[src/qu_lite_params.svh]
/*
 * qu_lite core parameters
 * Data and instruction widths, register count, reorder-buffer depth
 * and the startup delay
 */

`ifndef QU_LITE_PARAMS_SVH
`define QU_LITE_PARAMS_SVH

`default_nettype none

`define QU_DATA_WIDTH 16
`define QU_INSTR_WIDTH 16
`define QU_ARCH_REGS 8
// Also sets the reservation-station size
`define QU_ROB_DEPTH 8
`define QU_STARTUP_CYCLES 3

`default_nettype wire

`endif

[src/qu_lite_pkg.sv]
/*
 * qu_lite shared types
 * Opcodes, instruction layout, operand and reservation-station entries,
 * the retire broadcast and the commit record
 */

`include "qu_lite_params.svh"
`default_nettype none

package qu_lite_pkg;

    typedef logic [$clog2(`QU_ROB_DEPTH)-1:0] rob_addr_t;
    typedef logic [$clog2(`QU_ARCH_REGS)-1:0] reg_addr_t;
    typedef logic [`QU_DATA_WIDTH-1:0]        data_t;
    typedef logic [4:0]                       imm_t;      // Zero-extended on use

    typedef enum logic [1:0] {
        ADD  = 2'd0,
        SUB  = 2'd1,
        XOR  = 2'd2,
        ADDI = 2'd3
    } qu_op_e;

    // Instruction word, MSB first
    typedef struct packed {
        qu_op_e    op;
        reg_addr_t rd;
        reg_addr_t rs1;
        reg_addr_t rs2;
        imm_t      imm;
    } qu_instr_t;

    typedef struct packed {
        logic      ready;
        rob_addr_t tag;                                   // Producer slot while not ready
        data_t     value;
    } src_t;

    typedef struct packed {
        logic      valid;
        qu_op_e    op;
        reg_addr_t rd;
        src_t      src1;
        src_t      src2;
        imm_t      imm;
    } res_st_cell_t;

    typedef struct packed {
        rob_addr_t tag;
        reg_addr_t rd;
        data_t     value;
    } retire_t;

    typedef struct packed {
        reg_addr_t rd;
        data_t     value;
    } commit_t;

endpackage

`default_nettype wire

[src/startup_ctrl.sv]
/*
 * Startup controller
 * Keeps the front end disabled for a fixed number of cycles after reset
 */

`include "qu_lite_params.svh"
`timescale 1ns/100ps
`default_nettype none

module startup_ctrl (
    input  logic clk,
    input  logic arst_n,
    output logic if_en,
    output logic core_ready
);

    localparam int unsigned CNT_W = $clog2(`QU_STARTUP_CYCLES + 1);

    logic [CNT_W-1:0] cnt;
    logic             en_q;

    always_ff @(posedge clk or negedge arst_n) begin
        if (!arst_n) begin
            cnt  <= '0;
            en_q <= 1'b0;
        end else if (!en_q) begin                         // Stops once released
            cnt <= cnt + 1'b1;
            if (cnt == CNT_W'(`QU_STARTUP_CYCLES - 1)) begin
                en_q <= 1'b1;
            end
        end
    end

    assign if_en      = en_q;
    assign core_ready = en_q;

endmodule

`default_nettype wire

[src/front_end.sv]
/*
 * Front end
 * Decodes the incoming instruction, reads its operands and renames them
 * through the busy and tag tables, then dispatches into the reservation
 * station at the reorder-buffer tail
 */

`include "qu_lite_params.svh"
`timescale 1ns/100ps
`default_nettype none

module front_end
    import qu_lite_pkg::*;
(
    input  logic                       clk,
    input  logic                       arst_n,
    input  logic                       if_en,
    input  logic                       instr_valid,
    input  logic [`QU_INSTR_WIDTH-1:0] instr,
    input  rob_addr_t                  rob_tail,
    input  logic                       retire_en,
    input  retire_t                    retire,
    output reg_addr_t                  rf_rs1_addr,
    output reg_addr_t                  rf_rs2_addr,
    input  data_t                      rf_rs1_data,
    input  data_t                      rf_rs2_data,
    output logic                       res_st_wr_en,
    output rob_addr_t                  res_st_wr_addr,
    output res_st_cell_t               res_st_wr_cell,
    output logic                       rob_incr_tail
);

    logic [`QU_ARCH_REGS-1:0] busy;
    rob_addr_t                tag_tbl [`QU_ARCH_REGS];
    qu_instr_t                dec;
    logic                     dispatch;

    // Operand from the register file, the broadcast or still pending
    function automatic src_t rename_src(input reg_addr_t r, input data_t rf_val);
        src_t s;
        s.ready = 1'b1;
        s.tag   = '0;
        s.value = rf_val;
        if (r != '0 && busy[r]) begin
            s.tag = tag_tbl[r];
            if (retire_en && retire.tag == tag_tbl[r]) begin
                s.value = retire.value;                   // Same-cycle forward
            end else begin
                s.ready = 1'b0;
                s.value = '0;
            end
        end
        return s;
    endfunction

    assign dec      = qu_instr_t'(instr);
    assign dispatch = if_en & instr_valid;

    assign rf_rs1_addr = dec.rs1;
    assign rf_rs2_addr = dec.rs2;

    // ~~~~~~~~~~~~~~~~~~~~~~~~~~~~~~~~~~~~~~~~~~~~~~~~~~~~~~~~~~~~~~~~~~~~~~~~~
    // Dispatch
    // ~~~~~~~~~~~~~~~~~~~~~~~~~~~~~~~~~~~~~~~~~~~~~~~~~~~~~~~~~~~~~~~~~~~~~~~~~

    always_comb begin
        res_st_wr_cell.valid = 1'b1;
        res_st_wr_cell.op    = dec.op;
        res_st_wr_cell.rd    = dec.rd;
        res_st_wr_cell.imm   = dec.imm;
        res_st_wr_cell.src1  = rename_src(dec.rs1, rf_rs1_data);
        if (dec.op == ADDI) begin
            res_st_wr_cell.src2 = '{ready: 1'b1, tag: '0, value: data_t'(dec.imm)};
        end else begin
            res_st_wr_cell.src2 = rename_src(dec.rs2, rf_rs2_data);
        end
    end

    assign res_st_wr_en   = dispatch;
    assign res_st_wr_addr = rob_tail;
    assign rob_incr_tail  = dispatch;

    // Busy table; a new producer of the same register beats the clear
    always_ff @(posedge clk or negedge arst_n) begin
        if (!arst_n) begin
            busy <= '0;
        end else begin
            if (retire_en && retire.rd != '0 && tag_tbl[retire.rd] == retire.tag) begin
                busy[retire.rd] <= 1'b0;
            end
            if (dispatch && dec.rd != '0) begin
                busy[dec.rd] <= 1'b1;
            end
        end
    end

    always_ff @(posedge clk) begin
        if (dispatch && dec.rd != '0) begin
            tag_tbl[dec.rd] <= rob_tail;
        end
    end

endmodule

`default_nettype wire

[src/res_st.sv]
/*
 * Reservation station
 * One entry per reorder-buffer slot, woken by the retire broadcast,
 * with a combinational read port for the head entry
 */

`include "qu_lite_params.svh"
`timescale 1ns/100ps
`default_nettype none

module res_st
    import qu_lite_pkg::*;
(
    input  logic         clk,
    input  logic         arst_n,
    input  logic         wr_en,
    input  rob_addr_t    wr_addr,
    input  res_st_cell_t wr_cell,
    input  rob_addr_t    head_addr,
    output res_st_cell_t head_cell,
    input  logic         retire_en,
    input  retire_t      retire
);

    logic [`QU_ROB_DEPTH-1:0] vld;
    res_st_cell_t             cells [`QU_ROB_DEPTH];

    // Marks a waiting source ready when its producer retires
    function automatic src_t wake(input src_t s, input retire_t r);
        src_t w;
        w = s;
        if (!s.ready && s.tag == r.tag) begin
            w.ready = 1'b1;
            w.value = r.value;
        end
        return w;
    endfunction

    // A freed slot may be refilled in the cycle its broadcast goes out
    always_ff @(posedge clk or negedge arst_n) begin
        if (!arst_n) begin
            vld <= '0;
        end else begin
            if (retire_en) begin
                vld[retire.tag] <= 1'b0;
            end
            if (wr_en) begin
                vld[wr_addr] <= 1'b1;
            end
        end
    end

    always_ff @(posedge clk) begin
        for (int i = 0; i < `QU_ROB_DEPTH; i++) begin
            if (wr_en && wr_addr == rob_addr_t'(i)) begin
                cells[i] <= wr_cell;
            end else if (retire_en && vld[i]) begin
                cells[i].src1 <= wake(cells[i].src1, retire);
                cells[i].src2 <= wake(cells[i].src2, retire);
            end
        end
    end

    always_comb begin
        head_cell       = cells[head_addr];
        head_cell.valid = vld[head_addr];
    end

endmodule

`default_nettype wire

[src/rf.sv]
/*
 * Register file
 * Two combinational read ports and one write port fed by the retire
 * broadcast; register 0 reads as zero
 */

`include "qu_lite_params.svh"
`timescale 1ns/100ps
`default_nettype none

module rf
    import qu_lite_pkg::*;
(
    input  logic      clk,
    input  logic      arst_n,
    input  reg_addr_t rs1_addr,
    input  reg_addr_t rs2_addr,
    output data_t     rs1_data,
    output data_t     rs2_data,
    input  logic      wr_en,
    input  retire_t   wr
);

    data_t regs [`QU_ARCH_REGS];

    always_ff @(posedge clk or negedge arst_n) begin
        if (!arst_n) begin
            for (int i = 0; i < `QU_ARCH_REGS; i++) begin
                regs[i] <= '0;
            end
        end else if (wr_en && wr.rd != '0) begin      // r0 writes dropped
            regs[wr.rd] <= wr.value;
        end
    end

    assign rs1_data = (rs1_addr == '0) ? '0 : regs[rs1_addr];
    assign rs2_data = (rs2_addr == '0) ? '0 : regs[rs2_addr];

endmodule

`default_nettype wire

[src/back_end.sv]
/*
 * Back end
 * Reorder-buffer pointers and occupancy, in-order execution of the head
 * entry, and the registered retire broadcast and commit output
 */

`include "qu_lite_params.svh"
`timescale 1ns/100ps
`default_nettype none

module back_end
    import qu_lite_pkg::*;
(
    input  logic         clk,
    input  logic         arst_n,
    input  logic         schedule_en,
    output rob_addr_t    head_addr,
    input  res_st_cell_t head_cell,
    output logic         retire_en,
    output retire_t      retire,
    output rob_addr_t    rob_tail,
    input  logic         rob_incr_tail,
    output logic         rob_full,
    output logic         commit_valid,
    output commit_t      commit
);

    localparam int unsigned CNT_W = $clog2(`QU_ROB_DEPTH + 1);

    rob_addr_t        head_q;
    rob_addr_t        tail_q;
    logic [CNT_W-1:0] count_q;
    logic             fire;
    data_t            op_a;
    data_t            op_b;
    data_t            result;

    assign head_addr = head_q;
    assign rob_tail  = tail_q;
    assign rob_full  = (count_q == CNT_W'(`QU_ROB_DEPTH));

    assign fire = schedule_en & head_cell.valid & head_cell.src1.ready & head_cell.src2.ready;

    // ~~~~~~~~~~~~~~~~~~~~~~~~~~~~~~~~~~~~~~~~~~~~~~~~~~~~~~~~~~~~~~~~~~~~~~~~~
    // ALU, 16-bit wrapping
    // ~~~~~~~~~~~~~~~~~~~~~~~~~~~~~~~~~~~~~~~~~~~~~~~~~~~~~~~~~~~~~~~~~~~~~~~~~

    always_comb begin
        op_a = head_cell.src1.value;
        op_b = head_cell.src2.value;
        case (head_cell.op)
            ADD:     result = op_a + op_b;
            SUB:     result = op_a - op_b;
            XOR:     result = op_a ^ op_b;
            ADDI:    result = op_a + data_t'(head_cell.imm);
            default: result = '0;
        endcase
        if (head_cell.rd == '0) begin
            result = '0;                                  // r0 always commits zero
        end
    end

    always_ff @(posedge clk or negedge arst_n) begin
        if (!arst_n) begin
            head_q       <= '0;
            tail_q       <= '0;
            count_q      <= '0;
            retire_en    <= 1'b0;
            commit_valid <= 1'b0;
        end else begin
            retire_en    <= fire;
            commit_valid <= fire;
            if (fire) begin
                head_q <= head_q + 1'b1;
            end
            if (rob_incr_tail) begin
                tail_q <= tail_q + 1'b1;
            end
            count_q <= count_q + CNT_W'(rob_incr_tail) - CNT_W'(fire);
        end
    end

    always_ff @(posedge clk) begin
        if (fire) begin
            retire <= '{tag: head_q, rd: head_cell.rd, value: result};
            commit <= '{rd: head_cell.rd, value: result};
        end
    end

endmodule

`default_nettype wire

[src/qu_core.sv]
/*
 * qu_lite core top level
 * Startup controller, front end, reservation station, register file
 * and back end wired together
 */

`include "qu_lite_params.svh"
`timescale 1ns/100ps
`default_nettype none

module qu_core
    import qu_lite_pkg::*;
(
    input  logic                       clk,
    input  logic                       arst_n,
    input  logic                       instr_valid,
    input  logic [`QU_INSTR_WIDTH-1:0] instr,
    input  logic                       schedule_en,
    output logic                       core_ready,
    output logic                       rob_full,
    output logic                       commit_valid,
    output commit_t                    commit
);

    logic         if_en;
    reg_addr_t    rf_rs1_addr;
    reg_addr_t    rf_rs2_addr;
    data_t        rf_rs1_data;
    data_t        rf_rs2_data;
    logic         res_st_wr_en;
    rob_addr_t    res_st_wr_addr;
    res_st_cell_t res_st_wr_cell;
    rob_addr_t    head_addr;
    res_st_cell_t head_cell;
    logic         retire_en;
    retire_t      retire;
    rob_addr_t    rob_tail;
    logic         rob_incr_tail;

    startup_ctrl qu_startup_ctrl (
        .clk(clk),
        .arst_n(arst_n),
        .if_en(if_en),
        .core_ready(core_ready)
    );

    front_end qu_front_end (
        .clk(clk),
        .arst_n(arst_n),
        .if_en(if_en),
        .instr_valid(instr_valid),
        .instr(instr),
        .rob_tail(rob_tail),
        .retire_en(retire_en),
        .retire(retire),
        .rf_rs1_addr(rf_rs1_addr),
        .rf_rs2_addr(rf_rs2_addr),
        .rf_rs1_data(rf_rs1_data),
        .rf_rs2_data(rf_rs2_data),
        .res_st_wr_en(res_st_wr_en),
        .res_st_wr_addr(res_st_wr_addr),
        .res_st_wr_cell(res_st_wr_cell),
        .rob_incr_tail(rob_incr_tail)
    );

    res_st qu_res_st (
        .clk(clk),
        .arst_n(arst_n),
        .wr_en(res_st_wr_en),
        .wr_addr(res_st_wr_addr),
        .wr_cell(res_st_wr_cell),
        .head_addr(head_addr),
        .head_cell(head_cell),
        .retire_en(retire_en),
        .retire(retire)
    );

    rf qu_phy_rf (
        .clk(clk),
        .arst_n(arst_n),
        .rs1_addr(rf_rs1_addr),
        .rs2_addr(rf_rs2_addr),
        .rs1_data(rf_rs1_data),
        .rs2_data(rf_rs2_data),
        .wr_en(retire_en),
        .wr(retire)
    );

    back_end qu_back_end (
        .clk(clk),
        .arst_n(arst_n),
        .schedule_en(schedule_en),
        .head_addr(head_addr),
        .head_cell(head_cell),
        .retire_en(retire_en),
        .retire(retire),
        .rob_tail(rob_tail),
        .rob_incr_tail(rob_incr_tail),
        .rob_full(rob_full),
        .commit_valid(commit_valid),
        .commit(commit)
    );

endmodule

`default_nettype wire

[config.mk]
export PLATFORM = sky130hd
export DESIGN_NAME = qu_core
export DESIGN_NICKNAME = d
export VERILOG_FILES = /design/src/qu_lite_pkg.sv /design/src/startup_ctrl.sv /design/src/front_end.sv /design/src/res_st.sv /design/src/rf.sv /design/src/back_end.sv /design/src/qu_core.sv
export VERILOG_INCLUDE_DIRS = /design/src
export SDC_FILE = /design/constraint.sdc
export NUM_CORES = 1
export LEC_CHECK = 0
export BUFFER_PORTS_ARGS = -buffer_cell sky130_fd_sc_hd__buf_4
export CORE_ASPECT_RATIO = 0.75
export CORE_MARGIN = 2
export CORE_UTILIZATION = 35
export CTS_CLUSTER_SIZE = 14
export DETAILED_ROUTE_END_ITERATION = 12
export PLACE_DENSITY_LB_ADDON = 0.15
export SYNTH_ARGS = -nofsm -noshare
export SYNTH_HDL_FRONTEND = slang
export SYNTH_SLANG_ARGS = --single-unit
[constraint.sdc]
create_clock -name clk -period 6.8 [get_ports clk]
set_input_delay 1.36 -clock clk [delete_from_list [all_inputs] [get_ports clk]]
set_output_delay 1.36 -clock clk [all_outputs]
set_load 0.02 [all_outputs]
==> impl_metrics.ini, run 1 <==
[timing]
final_max_slew_viol_count = 0
fin_ws_ns = 1.280
period_minus_slack_ns = 5.520
clock_skew_ns = 0.02938
relSlewSlack = 0.2264
fin_setup_tns_ns = 0
rsz0062_at_grt = false
setup-violations-final = 0
hold_viol_final = 0
worst_pin_slew_ns = 1.160
period_share = 0.8118
fmax_mhz = 181.2

[clock_tree]
post-cts-setup-buffers = 0
cts_tree = yes
cts_made_buffers = 61
post_cts_resized = 0
cts_buffer_depth = 3
cts_num_sinks = 598
clock_latency_ns = 0.66
h-tree-depth = 2
clk_transition_reported_paths_ns = 0.07
holdBufCountCts = 0
cts_root_buf = clkbuf_16

[global_route]
grt_start_max_net_pins = 68
antenna_found_initial = 1
grt-ovfl-total = 0
grt_pass1_vias = 19292
grt_pass1_wl_mm = 138.7
grt_use_total = 0.2105

[pwr]
peakVddDrop_v = 0.0002844
power_switching_mw = 7.125
seqPwrFrac = 0.340
p_per_area_nw_per_um2 = 520.3
p_leak_nw = 12.46
switching_share = 0.3979
p_int_mw = 10.78
combPwrFrac = 0.474
p_clk_frac = 0.185

[critical_path]
crit_arrival_ns = 5.91
r2r_cells = 19
cp-start-kind = flip-flop
rr_startpoint = qu_back_end.head_addr[2]
r2r_slack_ns = 1.28
cp_max_fo = 56
r2r-end = qu_back_end.commit[15]
cp.required_ns = 7.19
end_kind = flip-flop
critPathKind = flip-flop to flip-flop
crit_path_start = qu_back_end.head_addr[2]

[floorplanning]
die_h_um = 261.0
dieWidth_um = 346.6
start_util = 0.3522
die_area_um2 = 90460
num_rows = 94
core-area_um2 = 87500
ios = 42

[final_layout]
layout_common_cells = edfxtp_1 (446), mux2_2 (311), dfrtp_1 (146), mux4_2 (140), a21oi_1 (131)
drive_gt1_frac = 0.3224
multi_input_area_um2 = 12870
syn_to_final_growth_pct = 11.69
nFillCells = 8164
final-seq-area_um2 = 17190
final_common_cell = edfxtp_1
fin_nets = 2188

[hold_path]
min_from = qu_phy_rf.regs[120]
holdPathEnd = qu_phy_rf.regs[120]
hp-class = flip-flop to flip-flop
whs_path_depth = 0

[routing]
wire_per_inst_um = 28.39
drc = 0
vias_per_cell = 5.738
ant_nets = 0
drtIter0Drc = 2306
wl_mm = 94.83
drt_first_pass_iters = 5
vias = 19165

[yosys]
ys_ff_latch = 598
syn_avg_cell_area_um2 = 14.38
yosys.area.top_type = edfxtp_1
synth_top_area_share = 0.4346
syn-instance-count = 2143
ys_types = 70
ys_seq_area_frac = 0.5576
synth_area_um2 = 30810
synth_edf_count = 446
ys.flop_type = edfxtp_1
synth_area_leaders = edfxtp_1 (43%), dfrtp_1 (12%), mux2_2 (11%)
ys_async_sr_fraction = 0.2492
synth_warnings = 0

[run]
drv_cap = 0

[placement]
port_buffers = 41
hpwl_mm = 62.19
dp_slack_ns = 1.351
gp_congestion = 0.8439

[outcome]
status = complete, no violations
[per-layer routing]
metal	vias to the layer above	part of all wire	GRT usage
li1	8246	-	-
met1	10059	0.48	0.3281
met2	760	0.42	0.2990
met3	100	0.080	0.04233
met4	0	0.019	0.04807
met5	-	0	0
[power by group through the flow]
stage,clock network [mW],logic [mW],registers (mW)
after floorplan,0,6.14,5.79
after CTS,3.39,8.46,6.09
after global placement,0,8.34,6.12
after detailed placement,0,8.43,6.15
after global routing,3.54,9.22,6.21
final,3.32,8.49,6.09
[logic make-up after synthesis]
| logic type | Yosys count | share of synthesized area |
|---|---|---|
| fa+ha+maj | 33 | 0.01389 |
| xor+xnor | 92 | 0.02615 |
| other cells | 1 | 0.0001217 |
| flops | 598 | 0.5576 |
| mux | 525 | 0.2455 |
| buf+inv | 221 | 0.03423 |
| compound gates | 345 | 0.07272 |
| simple gates | 328 | 0.04982 |
[per-stage QoR]
step | total power [mW] | hold WS (ns) | instance area, um^2 | instances | util
CTS | 17.94 | 0.3782 | 34420 | 3339 | 0.3933
global route | 18.97 | 0.3909 | 34420 | 3339 | 0.3933
finish | 17.91 | 0.3759 | 34420 | 3340 | 0.3933
floorplan | 11.93 | 0.4246 | 30820 | 2145 | -
detailed placement | 14.58 | 0.3635 | 32480 | 3224 | 0.3712
global placement | 14.45 | 0.3604 | 32480 | 3224 | 0.3712
[final cells by class]
type | count | area share
clock buffer | 89 | 0.05129
multi-input combinational | 1326 | 0.3738
sequential | 598 | 0.4995
inverter | 36 | 0.003926
tap | 1152 | 0.04188
timing repair buffer | 112 | 0.02454
clock inverter | 26 | 0.004944
antenna | 1 | 0.00007271
[Yosys cell counts, drive strengths merged (3+ instances only)]
cell      n
ha       31
nand4b    4
mux2    312
mux2i    68
edfxtp  446
a21oi   139
a31oi     6
xnor2    73
o21bai    3
or2       3
o21a      6
mux4    145
a22oi    15
a21o      9
a222oi    5
dfxtp     3
dfrtp   149
a22o     23
o22ai     4
nand2b   16
and2      9
nor2     98
o21ai    62
nor2b     8
and3      3
o211ai    7
buf      78
nor3     25
nand4     5
a221oi    5
inv      34
xor2     19
nand2   104
clkbuf  107
o31ai    22
nand3    34
or3       3
nor3b    14
a211oi   26
[worst max-delay path: stages, from the launching register on]
cell,delay (ns)
dfrtp_4,1.00
mux4_2,0.41
mux2i_1,0.42
and2_1,0.28
nand2_1,0.09
nor3_2,0.25
and3_1,0.36
nor3_1,0.08
a21oi_1,0.12
o21ai_0,0.13
ha_1,0.37
nand2_1,0.12
nor3_1,0.06
o31ai_1,0.07
nand4b_1,0.18
o311a_1,0.37
o21ai_0,0.39
xnor2_1,0.19
mux2i_1,0.21
a211oi_1,0.09
[flip-flops by register name (all words and copies together), names as in the netlist, named ones only]
name                        count
qu_startup_ctrl.core_ready      1
qu_back_end.count_q             4
qu_back_end.head_addr           3
qu_startup_ctrl.cnt             2
qu_res_st.cells               400
qu_back_end.commit             19
qu_res_st.vld                   8
qu_front_end.tag_tbl           24
qu_phy_rf.regs                120
qu_front_end.busy               7
qu_back_end.retire              3
qu_back_end.rob_tail            3
qu_back_end.retire_en           1
[worst max-delay path by stage]
stage | endpoint | cells past startpoint
finish | qu_back_end.commit[15] | 19
global route | qu_back_end.commit[15] | 19
CTS | qu_back_end.commit[15] | 19
detailed placement | qu_back_end.commit[15] | 19
global placement | qu_back_end.commit[15] | 19
floorplan | qu_back_end.commit[15] | 23
(Power assumes the default switching activity.)
==> inputs of run 2 (changes only) <==
==> constraint.sdc (replaced) <==
create_clock -name clk -period 5.4 [get_ports clk]
set_input_delay 1.08 -clock clk [delete_from_list [all_inputs] [get_ports clk]]
set_output_delay 1.08 -clock clk [all_outputs]
set_load 0.02 [all_outputs]
==> impl_metrics.ini, run 2 (synthesized netlist as in run 1, its figures left out) <==
[outcome]
status = complete, no violations

[floorplanning]
start_util = 0.3522
num_rows = 94
die_area_um2 = 90460
core-area_um2 = 87500
dieWidth_um = 346.6
ios = 42
die_h_um = 261.0

[timing]
rsz0062_at_grt = false
clock_skew_ns = 0.02993
fin_setup_tns_ns = 0
worst_pin_slew_ns = 1.118
period_share = 0.9030
hold_viol_final = 0
setup-violations-final = 0
relSlewSlack = 0.2547
period_minus_slack_ns = 4.876
final_max_slew_viol_count = 0
fmax_mhz = 205.1

[placement]
port_buffers = 41
hpwl_mm = 62.66
place_area_um2 = 32770
gp_congestion = 0.8580

[clock_tree]
clk_transition_reported_paths_ns = 0.07
cts_root_buf = clkbuf_16
h-tree-depth = 3
cts_buffer_depth = 3
cts_made_buffers = 67
holdBufCountCts = 0
cts_num_sinks = 598
clock_latency_ns = 0.63
cts_tree = yes

[pwr]
p_leak_nw = 12.78
peakVddDrop_v = 0.0003439
p_per_area_nw_per_um2 = 662.3

[final_layout]
regMostFlops = qu_res_st.cells
largest_reg_flops = 400
layout_common_cells = edfxtp_1 (446), mux2_2 (311), dfrtp_1 (146), mux4_2 (140), buf_4 (136)
fin_nets = 2225
drive_gt1_frac = 0.3392
nFillCells = 8054
stdcell_area_um2 = 35020
reg.largest.list = qu_res_st.cells: 400 flops, qu_phy_rf.regs: 120 flops, qu_front_end.tag_tbl: 24 flops
final_common_cell = edfxtp_1
syn_to_final_growth_pct = 13.66

[routing]
vias = 19304
drtIter0Drc = 2108
wire_per_inst_um = 28.19
ant_nets = 0
vias_per_cell = 5.715
drt_first_pass_iters = 5
drc = 0
wl_mm = 95.21

[global_route]
grt_start_max_net_pins = 87
busiest_layer = met1
grt_use_met2 = 0.3008
grt-ovfl-total = 0
grt_use_total = 0.2117
use_met1 = 0.3318
use_met3 = 0.04553
grt_pass1_vias = 19351
grt_pass1_wl_mm = 138.6
antenna_found_initial = 1

[hold_path]
min_from = qu_phy_rf.regs[115]
hp-class = flip-flop to flip-flop
whs_path_depth = 0

[critical_path]
r2r_cells = 19
end_kind = flip-flop
cp-start-kind = flip-flop
rr_startpoint = qu_back_end.head_addr[0]
critPathKind = flip-flop to flip-flop
r2r-end = qu_back_end.commit[15]
crit_path_start = qu_back_end.head_addr[0]
cp.required_ns = 5.76
cp_max_fo = 17
crit_arrival_ns = 5.23
r2r_slack_ns = 0.52
crit_end = qu_back_end.commit[15]

[run]
drv_cap = 0
==> run 2: worst min path at each step <==
| stage | to | slack, ns |
|---|---|---|
| finish | qu_phy_rf.regs[115] | 0.38 |
| global route | qu_phy_rf.regs[124] | 0.39 |
| CTS | qu_phy_rf.regs[115] | 0.38 |
| detailed placement | qu_phy_rf.regs[120] | 0.36 |
| global placement | qu_phy_rf.regs[124] | 0.36 |
| floorplan | qu_phy_rf.regs[114] | 0.42 |
==> run 2: power by group <==
part | internal, mW | switching, mW | leakage (nW) | total (mW)
sequential | 6.74 | 0.915 | 6.00 | 7.66
clock | 2.73 | 1.94 | 1.08 | 4.67
combinational | 4.71 | 6.17 | 5.70 | 10.9
total | 14.2 | 9.02 | 12.8 | 23.2
==> run 2: through the flow <==
step	util	hold WS, ns	power [mW]	worst slack [ns]	std cells
2_1_floorplan	-	0.4246	15.02	0.2362	2145
3_3_place_gp	0.3745	0.3604	18.39	0.4515	3254
3_5_place_dp	0.3745	0.3645	18.54	0.4150	3254
4_1_cts	0.3999	0.3787	23.25	0.3945	3374
5_1_grt	0.4002	0.3920	24.54	0.1075	3375
6_report	0.4003	0.3754	23.20	0.5237	3378
==> run 2: timing repair <==
item	CTS	global route
endpoints found under the setup margin	0	1
setup buffers	0	1
resized for setup	0	0
==> run 2: final cells by class <==
cell class                 count  area, um^2  area share
tap                         1152        1441     0.04115
clock inverter                26       304.0    0.008681
clock buffer                  94        1912     0.05459
timing repair buffer         143        1160     0.03312
sequential                   598       17190      0.4909
multi-input combinational   1326       12870      0.3675
inverter                      36       135.1    0.003858
antenna                        3       7.507   0.0002143
==> run 2: metal layers <==
metal  share of wire  vias up
li1                -     8320
met1            0.49    10146
met2            0.42      741
met3           0.079       97
met4           0.014        0
met5               0        -
==> run 2: worst max-delay path, stage by stage, from the launching register on <==
cell      delay, ns
dfrtp_4        0.63
inv_1          0.36
buf_4          0.27
mux2_2         0.42
nand2b_1       0.19
nor3_2         0.17
and3_1         0.23
nor3_1         0.05
a21oi_1        0.12
o21ai_0        0.13
ha_1           0.37
nand2_1        0.13
nor3_1         0.07
o31ai_1        0.09
nand4b_1       0.17
o311a_1        0.35
o21a_1         0.20
o41ai_1        0.32
mux2i_1        0.25
a211oi_1       0.07
